$ cat src/rtl/i2c_target_pkg.sv
// Shared definitions for the I2C target controller
// Holds the byte widths, the ACQ entry format codes and the FSM state encoding
`default_nettype none

package i2c_target_pkg;

  // Width of one data byte on the bus
  localparam int ByteWidth = 8;

  // An ACQ entry is a 3-bit format code on top of one byte
  localparam int AcqFifoWidth = 3 + ByteWidth;

  // Format code in the upper bits of every ACQ entry
  typedef enum logic [2:0] {
    AcqData      = 3'd0,
    AcqStart     = 3'd1,
    AcqStop      = 3'd2,
    AcqRestart   = 3'd3,
    AcqNack      = 3'd4,
    AcqNackStart = 3'd5
  } acq_fmt_e;

  // Each Wait/Setup/Pulse/Hold group is encoded in consecutive order,
  // the FSM steps through a group by adding one to the state
  typedef enum logic [4:0] {
    Idle = 5'h00, AcquireStart = 5'h01, AddrRead = 5'h02,
    AddrAckWait = 5'h03, AddrAckSetup = 5'h04, AddrAckPulse = 5'h05, AddrAckHold = 5'h06,
    TransmitWait = 5'h07, TransmitSetup = 5'h08, TransmitPulse = 5'h09, TransmitHold = 5'h0a,
    TransmitAck = 5'h0b, TransmitAckPulse = 5'h0c, WaitForStop = 5'h0d,
    AcquireByte = 5'h0e,
    AcquireAckWait = 5'h0f, AcquireAckSetup = 5'h10, AcquireAckPulse = 5'h11,
    AcquireAckHold = 5'h12,
    NackWait = 5'h13, NackSetup = 5'h14, NackPulse = 5'h15, NackHold = 5'h16
  } target_state_e;

endpackage

`default_nettype wire

$ cat src/rtl/i2c_bit_engine.sv
// Bit level datapath of the I2C target
// Counts bits, shifts in the received byte, captures the host ACK,
// matches the address and picks the bit to transmit
`timescale 1ns/100ps
`default_nettype none

module i2c_bit_engine
  import i2c_target_pkg::*;
(
  input  logic                 clk_i,
  input  logic                 rst_ni,
  input  logic                 sda_i,
  input  logic                 scl_rise_i,
  input  logic                 scl_fall_i,
  input  logic                 start_det_i,
  input  logic                 byte_clr_i,
  input  logic [6:0]           target_address0_i,
  input  logic [6:0]           target_mask0_i,
  input  logic [6:0]           target_address1_i,
  input  logic [6:0]           target_mask1_i,
  input  logic [ByteWidth-1:0] tx_byte_i,
  output logic                 bit_ack_o,
  output logic                 host_ack_o,
  output logic                 address_match_o,
  output logic                 tx_bit_o,
  output logic [ByteWidth-1:0] input_byte_o
);

  logic [3:0]           bit_idx_q;
  logic [ByteWidth-1:0] input_byte_q;
  logic [ByteWidth-1:0] tx_byte_rev;
  logic                 host_ack_q;

  // Index 8 is the ninth bit, ACK or NACK
  assign bit_ack_o = (bit_idx_q == 4'd8);

  // Advance on each SCL fall, wrap after the ACK bit
  always_ff @(posedge clk_i or negedge rst_ni) begin
    if (!rst_ni) begin
      bit_idx_q <= 4'd0;
    end else if (start_det_i) begin
      bit_idx_q <= 4'd0;
    end else if (scl_fall_i) begin
      if (byte_clr_i || bit_ack_o) begin
        bit_idx_q <= 4'd0;
      end else begin
        bit_idx_q <= bit_idx_q + 4'd1;
      end
    end
  end

  // Data bits enter MSB first, the ninth bit only goes to the ACK flop
  always_ff @(posedge clk_i or negedge rst_ni) begin
    if (!rst_ni) begin
      input_byte_q <= '0;
      host_ack_q   <= 1'b0;
    end else if (byte_clr_i) begin
      input_byte_q <= '0;
    end else if (scl_rise_i) begin
      if (bit_ack_o) begin
        host_ack_q <= ~sda_i;
      end else begin
        input_byte_q <= {input_byte_q[ByteWidth-2:0], sda_i};
      end
    end
  end

  // Upper seven bits carry the address, bit 0 is read/write
  assign address_match_o =
      ((input_byte_q[ByteWidth-1:1] & target_mask0_i) == target_address0_i) ||
      ((input_byte_q[ByteWidth-1:1] & target_mask1_i) == target_address1_i);

  // Bit order is reversed so that index 0 selects the MSB
  assign tx_byte_rev  = {<<{tx_byte_i}};
  assign tx_bit_o     = tx_byte_rev[bit_idx_q[2:0]];
  assign host_ack_o   = host_ack_q;
  assign input_byte_o = input_byte_q;

endmodule

`default_nettype wire

$ cat src/rtl/i2c_bus_monitor.sv
// Bus line monitor for the I2C target
// Gives SCL edge strobes and qualified Start and Stop strobes to the rest of the target
`timescale 1ns/100ps
`default_nettype none

module i2c_bus_monitor (
  input  logic        clk_i,
  input  logic        rst_ni,
  input  logic        scl_i,
  input  logic        sda_i,
  input  logic        target_enable_i,
  input  logic [15:0] thd_dat_i,
  output logic        scl_rise_o,
  output logic        scl_fall_o,
  output logic        start_det_o,
  output logic        stop_det_o
);

  // Two stages of line history, the strobes are formed from the registered pair
  logic scl_q, scl_qq;
  logic sda_q, sda_qq;
  logic start_trig, stop_trig;
  logic start_pend_q, stop_pend_q;
  logic [15:0] det_cnt_q;

  // Idle bus is high on both lines
  always_ff @(posedge clk_i or negedge rst_ni) begin
    if (!rst_ni) begin
      scl_q  <= 1'b1;
      scl_qq <= 1'b1;
      sda_q  <= 1'b1;
      sda_qq <= 1'b1;
    end else begin
      scl_q  <= scl_i;
      scl_qq <= scl_q;
      sda_q  <= sda_i;
      sda_qq <= sda_q;
    end
  end

  assign scl_rise_o = scl_q & ~scl_qq;
  assign scl_fall_o = ~scl_q & scl_qq;

  // SDA moving while SCL stays high marks a control symbol
  assign start_trig = target_enable_i & scl_q & scl_qq & sda_qq & ~sda_q;
  assign stop_trig  = target_enable_i & scl_q & scl_qq & ~sda_qq & sda_q;

  // One counter serves both conditions since only one can be pending
  always_ff @(posedge clk_i or negedge rst_ni) begin
    if (!rst_ni) begin
      det_cnt_q <= '0;
    end else if (start_trig || stop_trig) begin
      det_cnt_q <= 16'd1;
    end else if (start_pend_q || stop_pend_q) begin
      det_cnt_q <= det_cnt_q + 16'd1;
    end
  end

  // A pending symbol is dropped if SCL falls before the hold time is reached
  always_ff @(posedge clk_i or negedge rst_ni) begin
    if (!rst_ni) begin
      start_pend_q <= 1'b0;
      stop_pend_q  <= 1'b0;
    end else begin
      if (start_trig) begin
        start_pend_q <= 1'b1;
      end else if (!target_enable_i || !scl_q || start_det_o || stop_trig) begin
        start_pend_q <= 1'b0;
      end
      if (stop_trig) begin
        stop_pend_q <= 1'b1;
      end else if (!target_enable_i || !scl_q || stop_det_o || start_trig) begin
        stop_pend_q <= 1'b0;
      end
    end
  end

  assign start_det_o = target_enable_i & start_pend_q & (det_cnt_q >= thd_dat_i);
  assign stop_det_o  = target_enable_i & stop_pend_q & (det_cnt_q >= thd_dat_i);

endmodule

`default_nettype wire

$ cat src/rtl/i2c_target.sv
// Top level of the I2C target controller
// SDA is open drain, sda_o low means pull the line low
// The ACQ and TX FIFOs live outside and connect through the FIFO ports
`timescale 1ns/100ps
`default_nettype none

module i2c_target
  import i2c_target_pkg::*;
#(
  parameter int  AcqFifoDepth  = 64,
  localparam int AcqDepthWidth = $clog2(AcqFifoDepth + 1)
) (
  input  logic                     clk_i,
  input  logic                     rst_ni,
  input  logic                     scl_i,
  input  logic                     sda_i,
  output logic                     sda_o,
  input  logic                     target_enable_i,
  input  logic [15:0]              thd_dat_i,
  input  logic [6:0]               target_address0_i,
  input  logic [6:0]               target_mask0_i,
  input  logic [6:0]               target_address1_i,
  input  logic [6:0]               target_mask1_i,
  input  logic [ByteWidth-1:0]     tx_fifo_rdata_i,
  output logic                     tx_fifo_rready_o,
  output logic                     acq_fifo_wvalid_o,
  output logic [AcqFifoWidth-1:0]  acq_fifo_wdata_o,
  input  logic [AcqDepthWidth-1:0] acq_fifo_depth_i,
  output logic                     acq_fifo_wready_o,
  output logic                     target_idle_o,
  output logic                     target_sr_p_cond_o,
  output logic                     event_target_nack_o,
  output logic                     event_cmd_complete_o,
  output logic                     event_unexp_stop_o
);

  //////////////////////////////////////////////////
  // Internal connections
  //////////////////////////////////////////////////

  logic                 scl_rise, scl_fall;
  logic                 start_det, stop_det;
  logic                 bit_ack, host_ack, address_match, tx_bit;
  logic                 byte_clr;
  logic [ByteWidth-1:0] input_byte;

  // Line sampling and Start/Stop qualification
  i2c_bus_monitor i_bus_monitor (
    .clk_i, .rst_ni, .scl_i, .sda_i, .target_enable_i, .thd_dat_i,
    .scl_rise_o  (scl_rise),
    .scl_fall_o  (scl_fall),
    .start_det_o (start_det),
    .stop_det_o  (stop_det)
  );

  // Shift register, bit counter and address compare
  i2c_bit_engine i_bit_engine (
    .clk_i, .rst_ni, .sda_i,
    .scl_rise_i      (scl_rise),
    .scl_fall_i      (scl_fall),
    .start_det_i     (start_det),
    .byte_clr_i      (byte_clr),
    .target_address0_i, .target_mask0_i, .target_address1_i, .target_mask1_i,
    .tx_byte_i       (tx_fifo_rdata_i),
    .bit_ack_o       (bit_ack),
    .host_ack_o      (host_ack),
    .address_match_o (address_match),
    .tx_bit_o        (tx_bit),
    .input_byte_o    (input_byte)
  );

  i2c_target_fsm #(
    .AcqFifoDepth (AcqFifoDepth)
  ) i_target_fsm (
    .clk_i, .rst_ni, .target_enable_i, .scl_i,
    .scl_fall_i      (scl_fall),
    .start_det_i     (start_det),
    .stop_det_i      (stop_det),
    .bit_ack_i       (bit_ack),
    .host_ack_i      (host_ack),
    .address_match_i (address_match),
    .tx_bit_i        (tx_bit),
    .input_byte_i    (input_byte),
    .thd_dat_i, .acq_fifo_depth_i, .sda_o,
    .byte_clr_o      (byte_clr),
    .tx_fifo_rready_o, .acq_fifo_wvalid_o, .acq_fifo_wdata_o, .acq_fifo_wready_o,
    .target_idle_o, .target_sr_p_cond_o, .event_target_nack_o,
    .event_cmd_complete_o, .event_unexp_stop_o
  );

endmodule

`default_nettype wire

$ cat src/rtl/i2c_target_fsm.sv
// Protocol state machine of the I2C target
// Drives SDA for ACK, NACK and read data, pushes ACQ entries,
// pops the TX FIFO and raises the event strobes
`timescale 1ns/100ps
`default_nettype none

module i2c_target_fsm
  import i2c_target_pkg::*;
#(
  parameter int  AcqFifoDepth  = 64,
  localparam int AcqDepthWidth = $clog2(AcqFifoDepth + 1)
) (
  input  logic                     clk_i,
  input  logic                     rst_ni,
  input  logic                     target_enable_i,
  input  logic                     scl_i,
  input  logic                     scl_fall_i,
  input  logic                     start_det_i,
  input  logic                     stop_det_i,
  input  logic                     bit_ack_i,
  input  logic                     host_ack_i,
  input  logic                     address_match_i,
  input  logic                     tx_bit_i,
  input  logic [ByteWidth-1:0]     input_byte_i,
  input  logic [15:0]              thd_dat_i,
  input  logic [AcqDepthWidth-1:0] acq_fifo_depth_i,
  output logic                     sda_o,
  output logic                     byte_clr_o,
  output logic                     tx_fifo_rready_o,
  output logic                     acq_fifo_wvalid_o,
  output logic [AcqFifoWidth-1:0]  acq_fifo_wdata_o,
  output logic                     acq_fifo_wready_o,
  output logic                     target_idle_o,
  output logic                     target_sr_p_cond_o,
  output logic                     event_target_nack_o,
  output logic                     event_cmd_complete_o,
  output logic                     event_unexp_stop_o
);

  target_state_e            state_q, state_d;
  acq_fmt_e                 acq_fmt;
  logic [15:0]              tcount_q;
  logic                     load_tcount;
  logic                     hold_done;
  logic                     rw_bit_q;
  logic                     nack_next_byte_q;
  logic                     set_nack, clear_nack;
  logic                     sda_q, sda_d;
  logic                     expect_stop;
  logic [AcqDepthWidth-1:0] acq_free;
  logic                     acq_nearly_full;

  // One slot stays reserved for the Stop or Restart entry
  assign acq_free          = AcqDepthWidth'(AcqFifoDepth) - acq_fifo_depth_i;
  assign acq_nearly_full   = (acq_free <= AcqDepthWidth'(1));
  assign acq_fifo_wready_o = (acq_free > AcqDepthWidth'(2));

  assign target_idle_o = (state_q == Idle);
  assign hold_done     = (tcount_q <= 16'd1);

  //////////////////////////////////////////////////
  // Next state and outputs
  //////////////////////////////////////////////////

  always_comb begin
    state_d = state_q;
    sda_d = 1'b1;
    load_tcount = 1'b0;
    byte_clr_o = 1'b0;
    set_nack = 1'b0;
    clear_nack = 1'b0;
    tx_fifo_rready_o = 1'b0;
    acq_fifo_wvalid_o = 1'b0;
    acq_fmt = AcqData;
    event_cmd_complete_o = 1'b0;
    event_target_nack_o = 1'b0;
    expect_stop = 1'b0;
    unique case (state_q)
      Idle: clear_nack = 1'b1;
      // First SCL fall after the Start begins the address byte
      AcquireStart: begin
        clear_nack = 1'b1;
        if (scl_fall_i) begin
          state_d = AddrRead;
          byte_clr_o = 1'b1;
        end
      end
      // Reads are refused outright when the ACQ FIFO is nearly full,
      // writes get the address ACKed and their first data byte NACKed
      AddrRead: begin
        if (bit_ack_i) begin
          load_tcount = 1'b1;
          if (!address_match_i) begin
            state_d = Idle;
          end else if (acq_nearly_full && input_byte_i[0]) begin
            state_d = NackWait;
          end else begin
            state_d = AddrAckWait;
            set_nack = acq_nearly_full;
          end
        end
      end
      // Hold time after the SCL fall before the ninth bit is driven
      AddrAckWait, AcquireAckWait, NackWait: begin
        if (hold_done && !scl_i) begin
          state_d = target_state_e'(state_q + 5'd1);
        end
      end
      AddrAckSetup, AcquireAckSetup, NackSetup: begin
        sda_d = (state_q == NackSetup);
        if (scl_i) begin
          state_d = target_state_e'(state_q + 5'd1);
        end
      end
      AddrAckPulse, AcquireAckPulse, NackPulse: begin
        sda_d = (state_q == NackPulse);
        if (scl_fall_i) begin
          state_d = target_state_e'(state_q + 5'd1);
          load_tcount = 1'b1;
        end
      end
      AddrAckHold: begin
        sda_d = 1'b0;
        if (hold_done) begin
          acq_fifo_wvalid_o = 1'b1;
          acq_fmt = nack_next_byte_q ? AcqNackStart : AcqStart;
          state_d = rw_bit_q ? TransmitWait : AcquireByte;
        end
      end
      TransmitWait: state_d = TransmitSetup;
      TransmitSetup: begin
        sda_d = tx_bit_i;
        if (scl_i) begin
          state_d = TransmitPulse;
        end
      end
      TransmitPulse: begin
        sda_d = sda_q;
        if (scl_fall_i) begin
          state_d = TransmitHold;
          load_tcount = 1'b1;
        end
      end
      // Keep the data bit for the hold time, then either the next bit or the host ACK
      TransmitHold: begin
        sda_d = sda_q;
        if (hold_done) begin
          state_d = bit_ack_i ? TransmitAck : TransmitSetup;
        end
      end
      TransmitAck: begin
        if (scl_i) begin
          state_d = TransmitAckPulse;
        end
      end
      // The byte is consumed whatever the host answered
      TransmitAckPulse: begin
        if (scl_fall_i) begin
          tx_fifo_rready_o = 1'b1;
          state_d = host_ack_i ? TransmitWait : WaitForStop;
        end
      end
      WaitForStop: expect_stop = 1'b1;
      AcquireByte: begin
        if (bit_ack_i) begin
          load_tcount = 1'b1;
          state_d = (acq_nearly_full || nack_next_byte_q) ? NackWait : AcquireAckWait;
        end
      end
      AcquireAckHold: begin
        sda_d = 1'b0;
        if (hold_done) begin
          acq_fifo_wvalid_o = 1'b1;
          state_d = AcquireByte;
        end
      end
      // No Stop entry follows a NACK from idle, so completion is flagged here
      NackHold: begin
        if (hold_done) begin
          acq_fifo_wvalid_o = 1'b1;
          acq_fmt = AcqNack;
          event_cmd_complete_o = 1'b1;
          event_target_nack_o = 1'b1;
          state_d = Idle;
        end
      end
      default: state_d = Idle;
    endcase

    // Bus conditions override the state outputs and transitions
    if (start_det_i || stop_det_i) begin
      acq_fifo_wvalid_o = !target_idle_o;
      acq_fmt = start_det_i ? AcqRestart : AcqStop;
      event_cmd_complete_o = !target_idle_o;
    end
    if (!target_idle_o && !target_enable_i) begin
      state_d = Idle;
    end else if (start_det_i) begin
      state_d = AcquireStart;
    end else if (stop_det_i) begin
      state_d = Idle;
    end
  end

  assign sda_o              = sda_d;
  assign acq_fifo_wdata_o   = {acq_fmt, input_byte_i};
  assign target_sr_p_cond_o = target_enable_i & !target_idle_o & (start_det_i | stop_det_i);
  // A read should end with a host NACK before the Stop
  assign event_unexp_stop_o = !target_idle_o & rw_bit_q & stop_det_i & !expect_stop;

  //////////////////////////////////////////////////
  // Registers
  //////////////////////////////////////////////////

  always_ff @(posedge clk_i or negedge rst_ni) begin
    if (!rst_ni) begin
      state_q          <= Idle;
      sda_q            <= 1'b1;
      tcount_q         <= '1;
      rw_bit_q         <= 1'b0;
      nack_next_byte_q <= 1'b0;
    end else begin
      state_q <= state_d;
      sda_q   <= sda_d;
      // Hold timer, stops at zero
      if (load_tcount) begin
        tcount_q <= thd_dat_i;
      end else if (tcount_q != 16'd0) begin
        tcount_q <= tcount_q - 16'd1;
      end
      if (state_q == AddrRead && bit_ack_i && address_match_i) begin
        rw_bit_q <= input_byte_i[0];
      end
      if (set_nack) begin
        nack_next_byte_q <= 1'b1;
      end else if (clear_nack) begin
        nack_next_byte_q <= 1'b0;
      end
    end
  end

endmodule

`default_nettype wire

$ cat config.mk
export PLATFORM = sky130hd
export DESIGN_NAME = i2c_target
export DESIGN_NICKNAME = d
export VERILOG_FILES = /design/src/rtl/i2c_target_pkg.sv /design/src/rtl/i2c_bit_engine.sv /design/src/rtl/i2c_bus_monitor.sv /design/src/rtl/i2c_target.sv /design/src/rtl/i2c_target_fsm.sv
export SDC_FILE = /design/constraint.sdc
export NUM_CORES = 1
export LEC_CHECK = 0
export ABC_AREA = 1
export BUFFER_PORTS_ARGS = -buffer_cell sky130_fd_sc_hd__buf_4
export CORE_ASPECT_RATIO = 0.75
export CORE_MARGIN = 2
export CORE_UTILIZATION = 63
export CTS_BUF_LIST = sky130_fd_sc_hd__clkbuf_2 sky130_fd_sc_hd__clkbuf_4 sky130_fd_sc_hd__clkbuf_8
export CTS_CLUSTER_SIZE = 20
export DETAILED_ROUTE_END_ITERATION = 10
export PLACE_DENSITY_LB_ADDON = 0.15
export SLEW_MARGIN = 25
export SYNTH_ARGS = -nofsm -noshare
export SYNTH_HDL_FRONTEND = slang
export SYNTH_SLANG_ARGS = --single-unit
$ cat constraint.sdc
create_clock -name clk_i -period 5.4 [get_ports clk_i]
set_input_delay 0.54 -clock clk_i [delete_from_list [all_inputs] [get_ports clk_i]]
set_output_delay 0.54 -clock clk_i [all_outputs]
set_load 0.05 [all_outputs]
==> results of run 1 <==
-- cells in the mapped netlist, drive strengths merged, types with 8 or more instances --
library cell	number
a21oi	27
dfrtp	38
dfstp	21
ha	29
inv	114
nand2	180
nand3	46
nand3b	10
nand4	14
nor2	84
nor3	8
o21ai	35
o22ai	13
-- final cells by class --
type	instances	area share (%)
clock buffer	11	2.66
tap	98	2.24
multi-input combinational	487	47.7
clock inverter	5	0.664
timing repair buffer	83	11.4
inverter	114	7.83
sequential	59	27.5
-- kinds of logic (layout without fill, tap and decap cells) --
logic type | Yosys count | in the layout | share of synthesized area [%]
AO/OA/AOI/OAI | 98 | 98 | 12.6
XOR/XNOR | 13 | 13 | 2.50
adder cells (fa/ha/maj) | 29 | 29 | 7.96
buffers and inverters | 118 | 213 | 9.80
flip-flops | 59 | 59 | 33.0
AND/OR/NAND/NOR | 347 | 347 | 34.2
-- per-layer routing --
metal	GRT usage, %	vias up	wire length [um]
met1	45.8	2248	5480
met3	8.38	27	1240
met2	52.9	274	5830
met4	9.87	0	222
met5	0	-	0
li1	-	2341	-
-- registers in the layout, summed over array words and instances, names as in the netlist, 4 cells and up --
name	flops
i_bus_monitor.det_cnt_q	16
i_target_fsm.tcount_q	16
i_bit_engine.input_byte_o	8
i_target_fsm.state_q	5
i_bit_engine.bit_idx_q	4
-- power breakdown --
group / switching [mW] / internal (mW)
Combinational: 0.310 / 0.195
Sequential: 0.0951 / 0.547
Clock: 0.185 / 0.186
-- through the flow --
stage / setup slack (ns) / power (mW) / cell area, sq um / std cells
global placement: 2.60 / 1.11 / 5280 / 841
finish: 2.31 / 1.52 / 5460 / 857
detailed placement: 2.51 / 1.15 / 5280 / 841
global route: 2.12 / 1.61 / 5460 / 857
CTS: 2.35 / 1.51 / 5460 / 857
floorplan: 1.81 / 0.973 / 4560 / 664
-- cells in the final DEF (no fill, tap or decap), drive strengths merged, types with 4 or more instances in the layout --
cell type | Yosys | routed
ha | 29 | 29
nand2 | 180 | 180
nand3b | 10 | 10
nand4 | 14 | 14
clkbuf | 1 | 11
o22ai | 13 | 13
nand3 | 46 | 46
nor3 | 8 | 8
o21a | 4 | 4
dfstp | 21 | 21
o21ai | 35 | 35
xnor2 | 6 | 6
nor2 | 84 | 84
buf | 3 | 83
xor2 | 7 | 7
inv | 114 | 116
a21oi | 27 | 27
dfrtp | 38 | 38
-- final timing paths --
kind | from | to | slack (ns) | cells after the start
setup / recovery | i_bus_monitor.det_cnt_q[9] | event_cmd_complete_o | 2.31 | 11
hold / removal | rst_ni | i_bus_monitor.det_cnt_q[15] | 0.27 | 1
hold reg to reg | i_bus_monitor.sda_q | i_bus_monitor.sda_qq | 0.37 | 0
min in group clk_i | scl_i | i_bus_monitor.scl_q | 0.32 | 1
max in group asynchronous | rst_ni | i_bit_engine.bit_idx_q[0] | 4.65 | 1
setup reg to reg | i_bit_engine.bit_idx_q[0] | i_target_fsm.tcount_q[14] | 2.85 | 10
-- critical path, cell delays in order (launching register included) --
cell and delay [ns]:
dfrtp_1 0.46, ha_1 0.32, nand2_1 0.06, inv_1 0.04, o21bai_1 0.19, a21oi_1 0.11, nor2_1 0.11, nand2_1 0.11
nand2_1 0.25, nand2_1 0.16, o21ai_0 0.18, buf_4 0.23
==> metrics, run 1 <==
I/O Pins 84; Buffers on Ports 83; cts repair resizes 0; final wirelength 12.8 mm; Max-slew headroom 50.8%; status completed; hold_buf cts 0; max_cap viols 0; number of fillers in the final layout 507; Sink Count 59; drc violations 0; min Tclk post-route 3.09 ns; Critical Path AT 2.55 ns; syn_nets 757; Pre-Repair DR Iteration Count 5; GRT Total Usage 33.5%; Placer Congestion 1.02; Post-synth EDFFs 0; layout net count 847; peak supply drop 170 uV; clock latency on the worst-skew pair 0.34 ns; Final Cycle Share 57.3%; Crit. End Element output pin; leading area contributor after synthesis dfrtp_1; Via Count 4890; register area 1500 sq um; Min-Delay Path Class in2async; DRT iter0 DRCs 422; register area share after synthesis 33.0%; layout cells sized above 1 20.7%; diode count 0; H-tree Lvls 3; TNS Setup 0 ns; Die W 102 um; Detailed Place HPWL 10.0 mm; Least-Margin Pin Slew 0.738 ns; startpoint types flop; Slew Viols, Final 0; buffer count from post-CTS setup fixing 0; Util after Layout 79.2%; total CTS buffers 9; vias in the first global route 4587; CP Data Required Time 4.86 ns; multi-input logic area 2610 sq um; P_leak 2.98 nW; die area 7930 sq um; Post-synth ARST share 100%; worst hold slack 0.270 ns; die height 77.6 um; clk buf depth 2; vias per inst 5.71; yosys warns 0; initial antenna violation count 0; RSZ-0062 raised after global routing false; WL per Instance 14.9 um; largest net degree at the start of global routing 60; clock-pin slew of the registers on the worst-case setup and hold paths 0.08 ns; antenna viol nets, final 0; cell area power density 278 nW/um^2; Rows 26; Cell variety after synth 40; fmax 0.323 GHz; Hold Fails Final Rpt 0; final setup vio count 0; initial core utilization 66.1%; clock skew 0.0143 ns; total gr overflow 0; CP Max Fanout 8; cell count after synthesis 664; layout overhead on the synthesized area 19.9%; #FFs+latches synth 59; synthesized cell area 4560 sq um; Synth top area share 20.9%; Synth Flop Type dfrtp_1; ranking of synthesized cells by area dfrtp_1, nand2_1, dfstp_2, inv_1, ha_1; CTS tree yes; clock root buffer clkbuf_8; Core ar. 6900 sq um; global-route wire length before repair 20.9 mm; Critical Setup Path Class reg2out; Syn Area/Cell 6.86 sq um
No activity file was read; power rests on OpenSTA's default activity.
==> inputs of run 2 (changes only) <==
--- a/config.mk
+++ b/config.mk
@@ -9,7 +9,7 @@
 export BUFFER_PORTS_ARGS = -buffer_cell sky130_fd_sc_hd__buf_4
 export CORE_ASPECT_RATIO = 0.75
 export CORE_MARGIN = 2
-export CORE_UTILIZATION = 63
+export CORE_UTILIZATION = 58
 export CTS_BUF_LIST = sky130_fd_sc_hd__clkbuf_2 sky130_fd_sc_hd__clkbuf_4 sky130_fd_sc_hd__clkbuf_8
 export CTS_CLUSTER_SIZE = 20
 export DETAILED_ROUTE_END_ITERATION = 10
==> constraint.sdc (replaced) <==
create_clock -name clk_i -period 3.15 [get_ports clk_i]
set_input_delay 0.315 -clock clk_i [delete_from_list [all_inputs] [get_ports clk_i]]
set_output_delay 0.315 -clock clk_i [all_outputs]
set_load 0.05 [all_outputs]
==> run 2 against run 1 <==
  * Via count is 3.8% lower
  * Sequential share of layout area is 0.39 points lower
  * Non-clock buffer count is 1 higher
  * Routed wire length is 4.5% lower
  * Critical path depth is 3 higher
  * Combinational power is 72% higher
  * Total power is 87% higher
  * Cell count is 0.47% higher
  * First-iteration DRC count is 26% higher
  * Sequential power is 71% higher
  * Hold slack worse by 0.23 ns
  * Clock skew is 0.0023 ns lower
==> metrics, run 2 (synthesis gave the netlist of run 1 again) <==
status completed; layout cells sized above 1 20.8% (+0.10 points); fmax 0.360 GHz; Hold Fails Final Rpt 0 (unchanged); Critical Setup Path Class reg2out; buffer count from post-CTS setup fixing 0 (unchanged); Min-Delay Path Class in2async; initial core utilization 61.0% (-5.0 points); DRT iter0 DRCs 531 (+26%); largest net degree at the start of global routing 60 (unchanged); most frequent cells in the layout nand2_1, inv_1, buf_4, nor2_1, nand3_1; hold_buf cts 0 (unchanged); WL per Instance 14.2 um (-5.0%); Least-Margin Pin Slew 0.752 ns (+0.0141 ns); cts repair resizes 0 (unchanged); clock root buffer clkbuf_8; cell area power density 512 nW/um^2 (+84%); final wirelength 12.2 mm (-4.5%); clock latency on the worst-skew pair 0.34 ns (about the same); Slew Viols, Final 0 (unchanged); CP Max Fanout 8 (unchanged); Rows 27 (+3.8%); clock skew 0.0120 ns (-0.00234 ns); vias per inst 5.47 (-4.2%); Combinational Power Share 30.7% (-2.5 points); total CTS buffers 9 (unchanged); Net Sw Power 1.01 mW (+71%); Core ar. 7470 sq um (+8.3%); P_leak 3.01 nW (+1.1%); CTS tree yes; worst path cell trace inv_1, ha_1, nand2_1, nand3_1, nand2_1, nand2_1, nand2_1, nand2_1, nand2_1, nand2_1, nand2_1, nand2_1, o21ai_0, buf_4; initial antenna violation count 0 (unchanged); Tot Pwr 2.84 mW (+87%); Sink Count 59 (unchanged); CP Data Required Time 2.83 ns (-2.03 ns); Via Count 4706 (-3.8%); antenna viol nets, final 0 (unchanged); clk buf depth 2 (unchanged); clock-pin slew of the registers on the worst-case setup and hold paths 0.07 ns (about the same); Critical Path AT 2.47 ns (-0.08 ns); Sw Ratio 35.6% (-3.3 points); I/O Pins 84 (unchanged); Clock Power Share 30.5% (+6.1 points); Detailed Place HPWL 9.55 mm (-4.7%); Util after Layout 74.2% (-5.0 points); die area 8590 sq um (+8.2%); peak supply drop 346 uV (+100%); drc violations 0 (unchanged); total gr overflow 0 (unchanged); Pre-Repair DR Iteration Count 5 (unchanged); commonest non-fill, non-tap cell in the layout nand2_1; diode count 0 (unchanged); startpoint types flop; final setup vio count 0 (unchanged); CP delay by family, top simple AND/OR/NAND/NOR gates; Critical Path Slowest Stage Cell dfrtp_1; max_cap viols 0 (unchanged); min Tclk post-route 2.78 ns; worst hold slack 0.0352 ns (-0.234 ns); Placer Congestion 1.05 (+3.2%); layout overhead on the synthesized area 21.7%; Buffers on Ports 83 (unchanged); Flop pwr share 38.8% (-3.5 points); H-tree Lvls 3 (unchanged); Die W 106 um (+4.1%); layout net count 848 (+0.12%); Max-slew headroom 49.9% (-0.94 points); die height 80.8 um (+4.0%); Crit. End Element output pin; vias in the first global route 4393 (-4.2%); global-route wire length before repair 20.1 mm (-4.0%); Final Cycle Share 88.3%; Buffers & Inverters on Critical Path 2 (unchanged); GRT Total Usage 29.4% (-4.1 points); critical path's most frequent cell nand2_1; internal power 1.83 mW (+97%); CP peak stage delay 0.39 ns (-0.07 ns); RSZ-0062 raised after global routing false
## run 2: changes by cell type in the layout (fill, tap and decap cells not counted)
cell / previous run / this run
bufinv_16: 0 / 3
buf_4: 83 / 84
clkbuf_4: 1 / 0
clkinv_4: 1 / 0
inv_4: 1 / 0
## run 2: final timing paths
check                                      startpoint                           end  slack, ns  depth (start not counted)
setup reg to reg            i_bit_engine.bit_idx_q[0]     i_target_fsm.tcount_q[14]       0.80                         11
min in group clk_i                              scl_i           i_bus_monitor.scl_q       0.09                          1
hold reg to reg                   i_bus_monitor.sda_q          i_bus_monitor.sda_qq       0.37                          0
hold / removal                                 rst_ni    i_bus_monitor.det_cnt_q[2]       0.04                          1
setup / recovery           i_bus_monitor.det_cnt_q[0]             acq_fifo_wvalid_o       0.37                         14
max in group asynchronous                      rst_ni  i_bit_engine.input_byte_o[4]       2.60                          1
## run 2: power groups by stage
stage	Sequential [mW]	Clock, mW	Combinational (mW)
after floorplan	1.19	0	0.474
after global placement	1.10	0	0.828
after detailed placement	1.11	0	0.863
after CTS	1.09	0.875	0.867
after global routing	1.12	0.906	0.970
final	1.10	0.865	0.871
## run 2: layer usage
| metal | vias up | GRT usage (%) | routed length, um |
|---|---|---|---|
| met5 | - | 0 | 0 |
| met4 | 0 | 7.37 | 203 |
| met3 | 25 | 6.34 | 1170 |
| met2 | 226 | 46.0 | 5130 |
| met1 | 2120 | 42.1 | 5680 |
| li1 | 2335 | - | - |
## run 2: layout make-up
class	count	area, sq um
Clock inverter	6	111
Sequential cell	59	1500
Tap cell	101	126
Multi-Input combinational cell	487	2610
Clock buffer	10	138
Fill cell	592	1920
Inverter	114	428
Timing Repair Buffer	84	631
## run 2: worst register-to-register path: stages, from the launching register on
cell and delay [ns]:
dfrtp_1 0.47, inv_1 0.15, ha_1 0.22, nand3_1 0.08, buf_4 0.15, inv_1 0.12
nand2_1 0.11, nand2_2 0.10, inv_2 0.31, nand2_2 0.22, o21bai_1 0.21, o22ai_1 0.13
## run 2: metrics by stage
stage | setup TNS (ns) | std cells | cell area [sq um] | setup WS (ns)
floorplan | -0.0813 | 664 | 4560 | -0.0406
global placement | 0 | 845 | 5290 | 0.773
detailed placement | 0 | 845 | 5290 | 0.715
CTS | 0 | 861 | 5540 | 0.385
global route | 0 | 861 | 5540 | 0.191
finish | 0 | 861 | 5540 | 0.369
==> inputs of run 3 (changes only) <==
--- a/config.mk
+++ b/config.mk
@@ -5,7 +5,6 @@
 export SDC_FILE = /design/constraint.sdc
 export NUM_CORES = 1
 export LEC_CHECK = 0
-export ABC_AREA = 1
 export BUFFER_PORTS_ARGS = -buffer_cell sky130_fd_sc_hd__buf_4
 export CORE_ASPECT_RATIO = 0.75
 export CORE_MARGIN = 2
==> run 3 against run 2 <==
  * Register-to-register slack lost 0.33 ns
  * Critical path depth down 6
  * First-iteration DRC count fell by 6.0%
  * Via count shrank 9.3%
  * Synthesized area fell by 2.3%
  * Clock skew is 0.0036 ns higher
  * Total power grew 22%
  * Setup slack got worse by 0.34 ns
  * Critical path type unchanged
==> metrics, run 3 <==
Die W 105 um (-1.1%); min Tclk post-route 3.12 ns (+0.339 ns); Placer Congestion 1.03 (-1.7%); vias per inst 6.03 (+10%); initial core utilization 60.1% (-0.88 points); Synth Flop Type dfrtp_1; Critical Path AT 2.81 ns (+0.34 ns); syn_nets 605 (-20%); Max-slew headroom 50.3% (+0.46 points); final wirelength 12.0 mm (-1.5%); die area 8400 sq um (-2.2%); DP Area 5200 sq um (-1.8%); status completed; register area 1500 sq um (unchanged); #FFs+latches synth 59 (unchanged); WL per Instance 17.0 um (+20%); global-route wire length before repair 19.4 mm (-3.3%); ranking of synthesized cells by area dfrtp_1, dfstp_2, ha_1, nor2_1, a21oi_1; CTS tree yes; number of fillers in the final layout 546 (-7.8%); Critical Setup Path Class reg2out; vias in the first global route 4009 (-8.7%); peak supply drop 470 uV (+36%); Tot Pwr 3.46 mW (+22%); drc violations 0 (unchanged); Crit. End Element output pin; Synth top area share 21.4% (+0.50 points); final setup vio count 0 (unchanged); Rows 27 (unchanged); H-tree Lvls 3 (unchanged); Final Cycle Share 99.1% (+11 points); fmax 0.320 GHz (-11%); Core ar. 7400 sq um (-0.90%); startpoint types flop; most frequent cells in the layout buf_4, nor2_1, nand2_1, dfrtp_1, a21oi_1; antenna viol nets, final 0 (unchanged); layout cells sized above 1 26.5% (+5.7 points); yosys warns 0 (unchanged); total gr overflow 0 (unchanged); Pre-Repair DR Iteration Count 6 (+1); Post-synth EDFFs 0 (unchanged); P_leak 2.62 nW (-13%); clock root buffer clkbuf_8; Hold Fails Final Rpt 0 (unchanged); multi-input logic area 2740 sq um (+5.3%); cell area power density 630 nW/um^2 (+23%); clock latency on the worst-skew pair 0.35 ns (about the same); Detailed Place HPWL 8.76 mm (-8.3%); layout net count 695 (-18%); Sink Count 59 (unchanged); total CTS buffers 9 (unchanged); Buffers on Ports 83 (unchanged); Slew Viols, Final 0 (unchanged); CP Data Required Time 2.83 ns (about the same); synthesized cell area 4450 sq um (-2.3%); Syn Area/Cell 8.69 sq um (+27%); most common cell in the synthesized netlist nor2_1; capturing point of the worst reg2reg path i_target_fsm.state_q[2]; Cell variety after synth 68 (+70%); r2r worst-path depth 9 (-2); Least-Margin Pin Slew 0.745 ns (-0.00683 ns); Layout Cell Area excl Fill 5490 sq um (-1.0%); DRT iter0 DRCs 499 (-6.0%); I/O Pins 84 (unchanged); Via Count 4270 (-9.3%); clock skew 0.0156 ns (+0.00362 ns); max_cap viols 0 (unchanged); leading area contributor after synthesis dfrtp_1; Post-synth ARST share 100% (unchanged); most instantiated cells after synthesis nor2_1, nand2_1, a21oi_1, dfrtp_1, inv_1; clock-pin slew of the registers on the worst-case setup and hold paths 0.08 ns (about the same); initial antenna violation count 0 (unchanged); diode count 0 (unchanged); die height 79.9 um (-1.1%); clk buf depth 2 (unchanged); CP Max Fanout 5 (-3); GRT Total Usage 29.2% (-0.19 points); register area share after synthesis 33.8% (+0.79 points); commonest non-fill, non-tap cell in the layout buf_4; layout overhead on the synthesized area 23.3%; largest net degree at the start of global routing 60 (unchanged); R2R setup slack 0.47 ns (-0.33 ns); Min-Delay Path Class in2async; Worst R2R Start i_target_fsm.state_q[0]; cell count after synthesis 512 (-23%)
==> run 3: cell type report <==
cell class / instances / share of cell area (%)
timing repair buffer: 99 / 13.6
sequential: 59 / 27.4
clock inverter: 4 / 1.32
tap: 101 / 2.30
inverter: 35 / 2.44
multi-input combinational: 398 / 50.0
clock buffer: 12 / 2.90
==> run 3: logic make-up (layout without fill, tap and decap cells) <==
group,after synthesis,after routing,share of synthesized area [%]
AO/OA/AOI/OAI,134,134,20.2
adder cells (fa/ha/maj),29,29,8.16
AND/OR/NAND/NOR,191,191,22.4
buffers and inverters,55,150,5.79
multiplexers,16,16,4.19
flip-flops,59,59,33.8
XOR/XNOR,28,28,5.51
==> run 3: metrics by stage <==
| step | hold WS [ns] | util, % | TNS [ns] | setup slack [ns] | cells |
|---|---|---|---|---|---|
| 5_1_grt | 0.0865 | 74.1 | -0.0248 | -0.0178 | 708 |
| 4_1_cts | 0.0585 | 73.9 | 0 | 0.00251 | 707 |
| 3_5_place_dp | 0.380 | 70.3 | 0 | 0.106 | 688 |
| 2_1_floorplan | 0.0194 | - | 0 | 0.0216 | 512 |
| 3_3_place_gp | 0.378 | 70.3 | 0 | 0.172 | 688 |
| 6_report | 0.0341 | 74.1 | 0 | 0.0296 | 708 |
==> run 3: how the worst max path moves through the flow <==
stage / end / startpoint / slack, ns
floorplan: event_cmd_complete_o / i_bus_monitor.det_cnt_q[2] / 0.02
global placement: acq_fifo_wdata_o[10] / thd_dat_i[2] / 0.17
detailed placement: acq_fifo_wdata_o[10] / thd_dat_i[2] / 0.11
CTS: acq_fifo_wdata_o[8] / i_bus_monitor.det_cnt_q[1] / 0.003
global route: event_unexp_stop_o / i_bus_monitor.det_cnt_q[0] / -0.02
finish: event_unexp_stop_o / i_bus_monitor.det_cnt_q[3] / 0.03
==> run 3: repair_timing <==
action | 4_1_cts | 5_1_grt
setup endpoints to repair | 5 | 6
gates resized for setup | 4 | 5
pin swaps | 1 | 1
hold buffers | 0 | 0
buffers inserted | 3 | 1
==> run 3: worst max-delay path, cell delays in order (launching register included) <==
cell and delay (ns):
dfrtp_1 0.42, ha_1 0.31, o21a_1 0.12, o21ai_0 0.08, a2111oi_0 0.43, o311a_1 0.34
and2_4 0.20, nor3b_1 0.29, buf_4 0.26
==> run 3: power breakdown <==
part | switching [mW] | internal (mW)
clock | 0.318 | 0.496
combinational | 0.831 | 0.576
sequential | 0.245 | 0.990
total | 1.39 | 2.06
==> run 3: metal layers <==
layer | vias to the layer above | wire, um | global-route usage, %
met5 | - | 0 | 0
met4 | 0 | 183 | 8.53
met3 | 24 | 1160 | 8.24
met2 | 207 | 5270 | 44.0
met1 | 2007 | 5400 | 41.1
li1 | 2032 | - | -
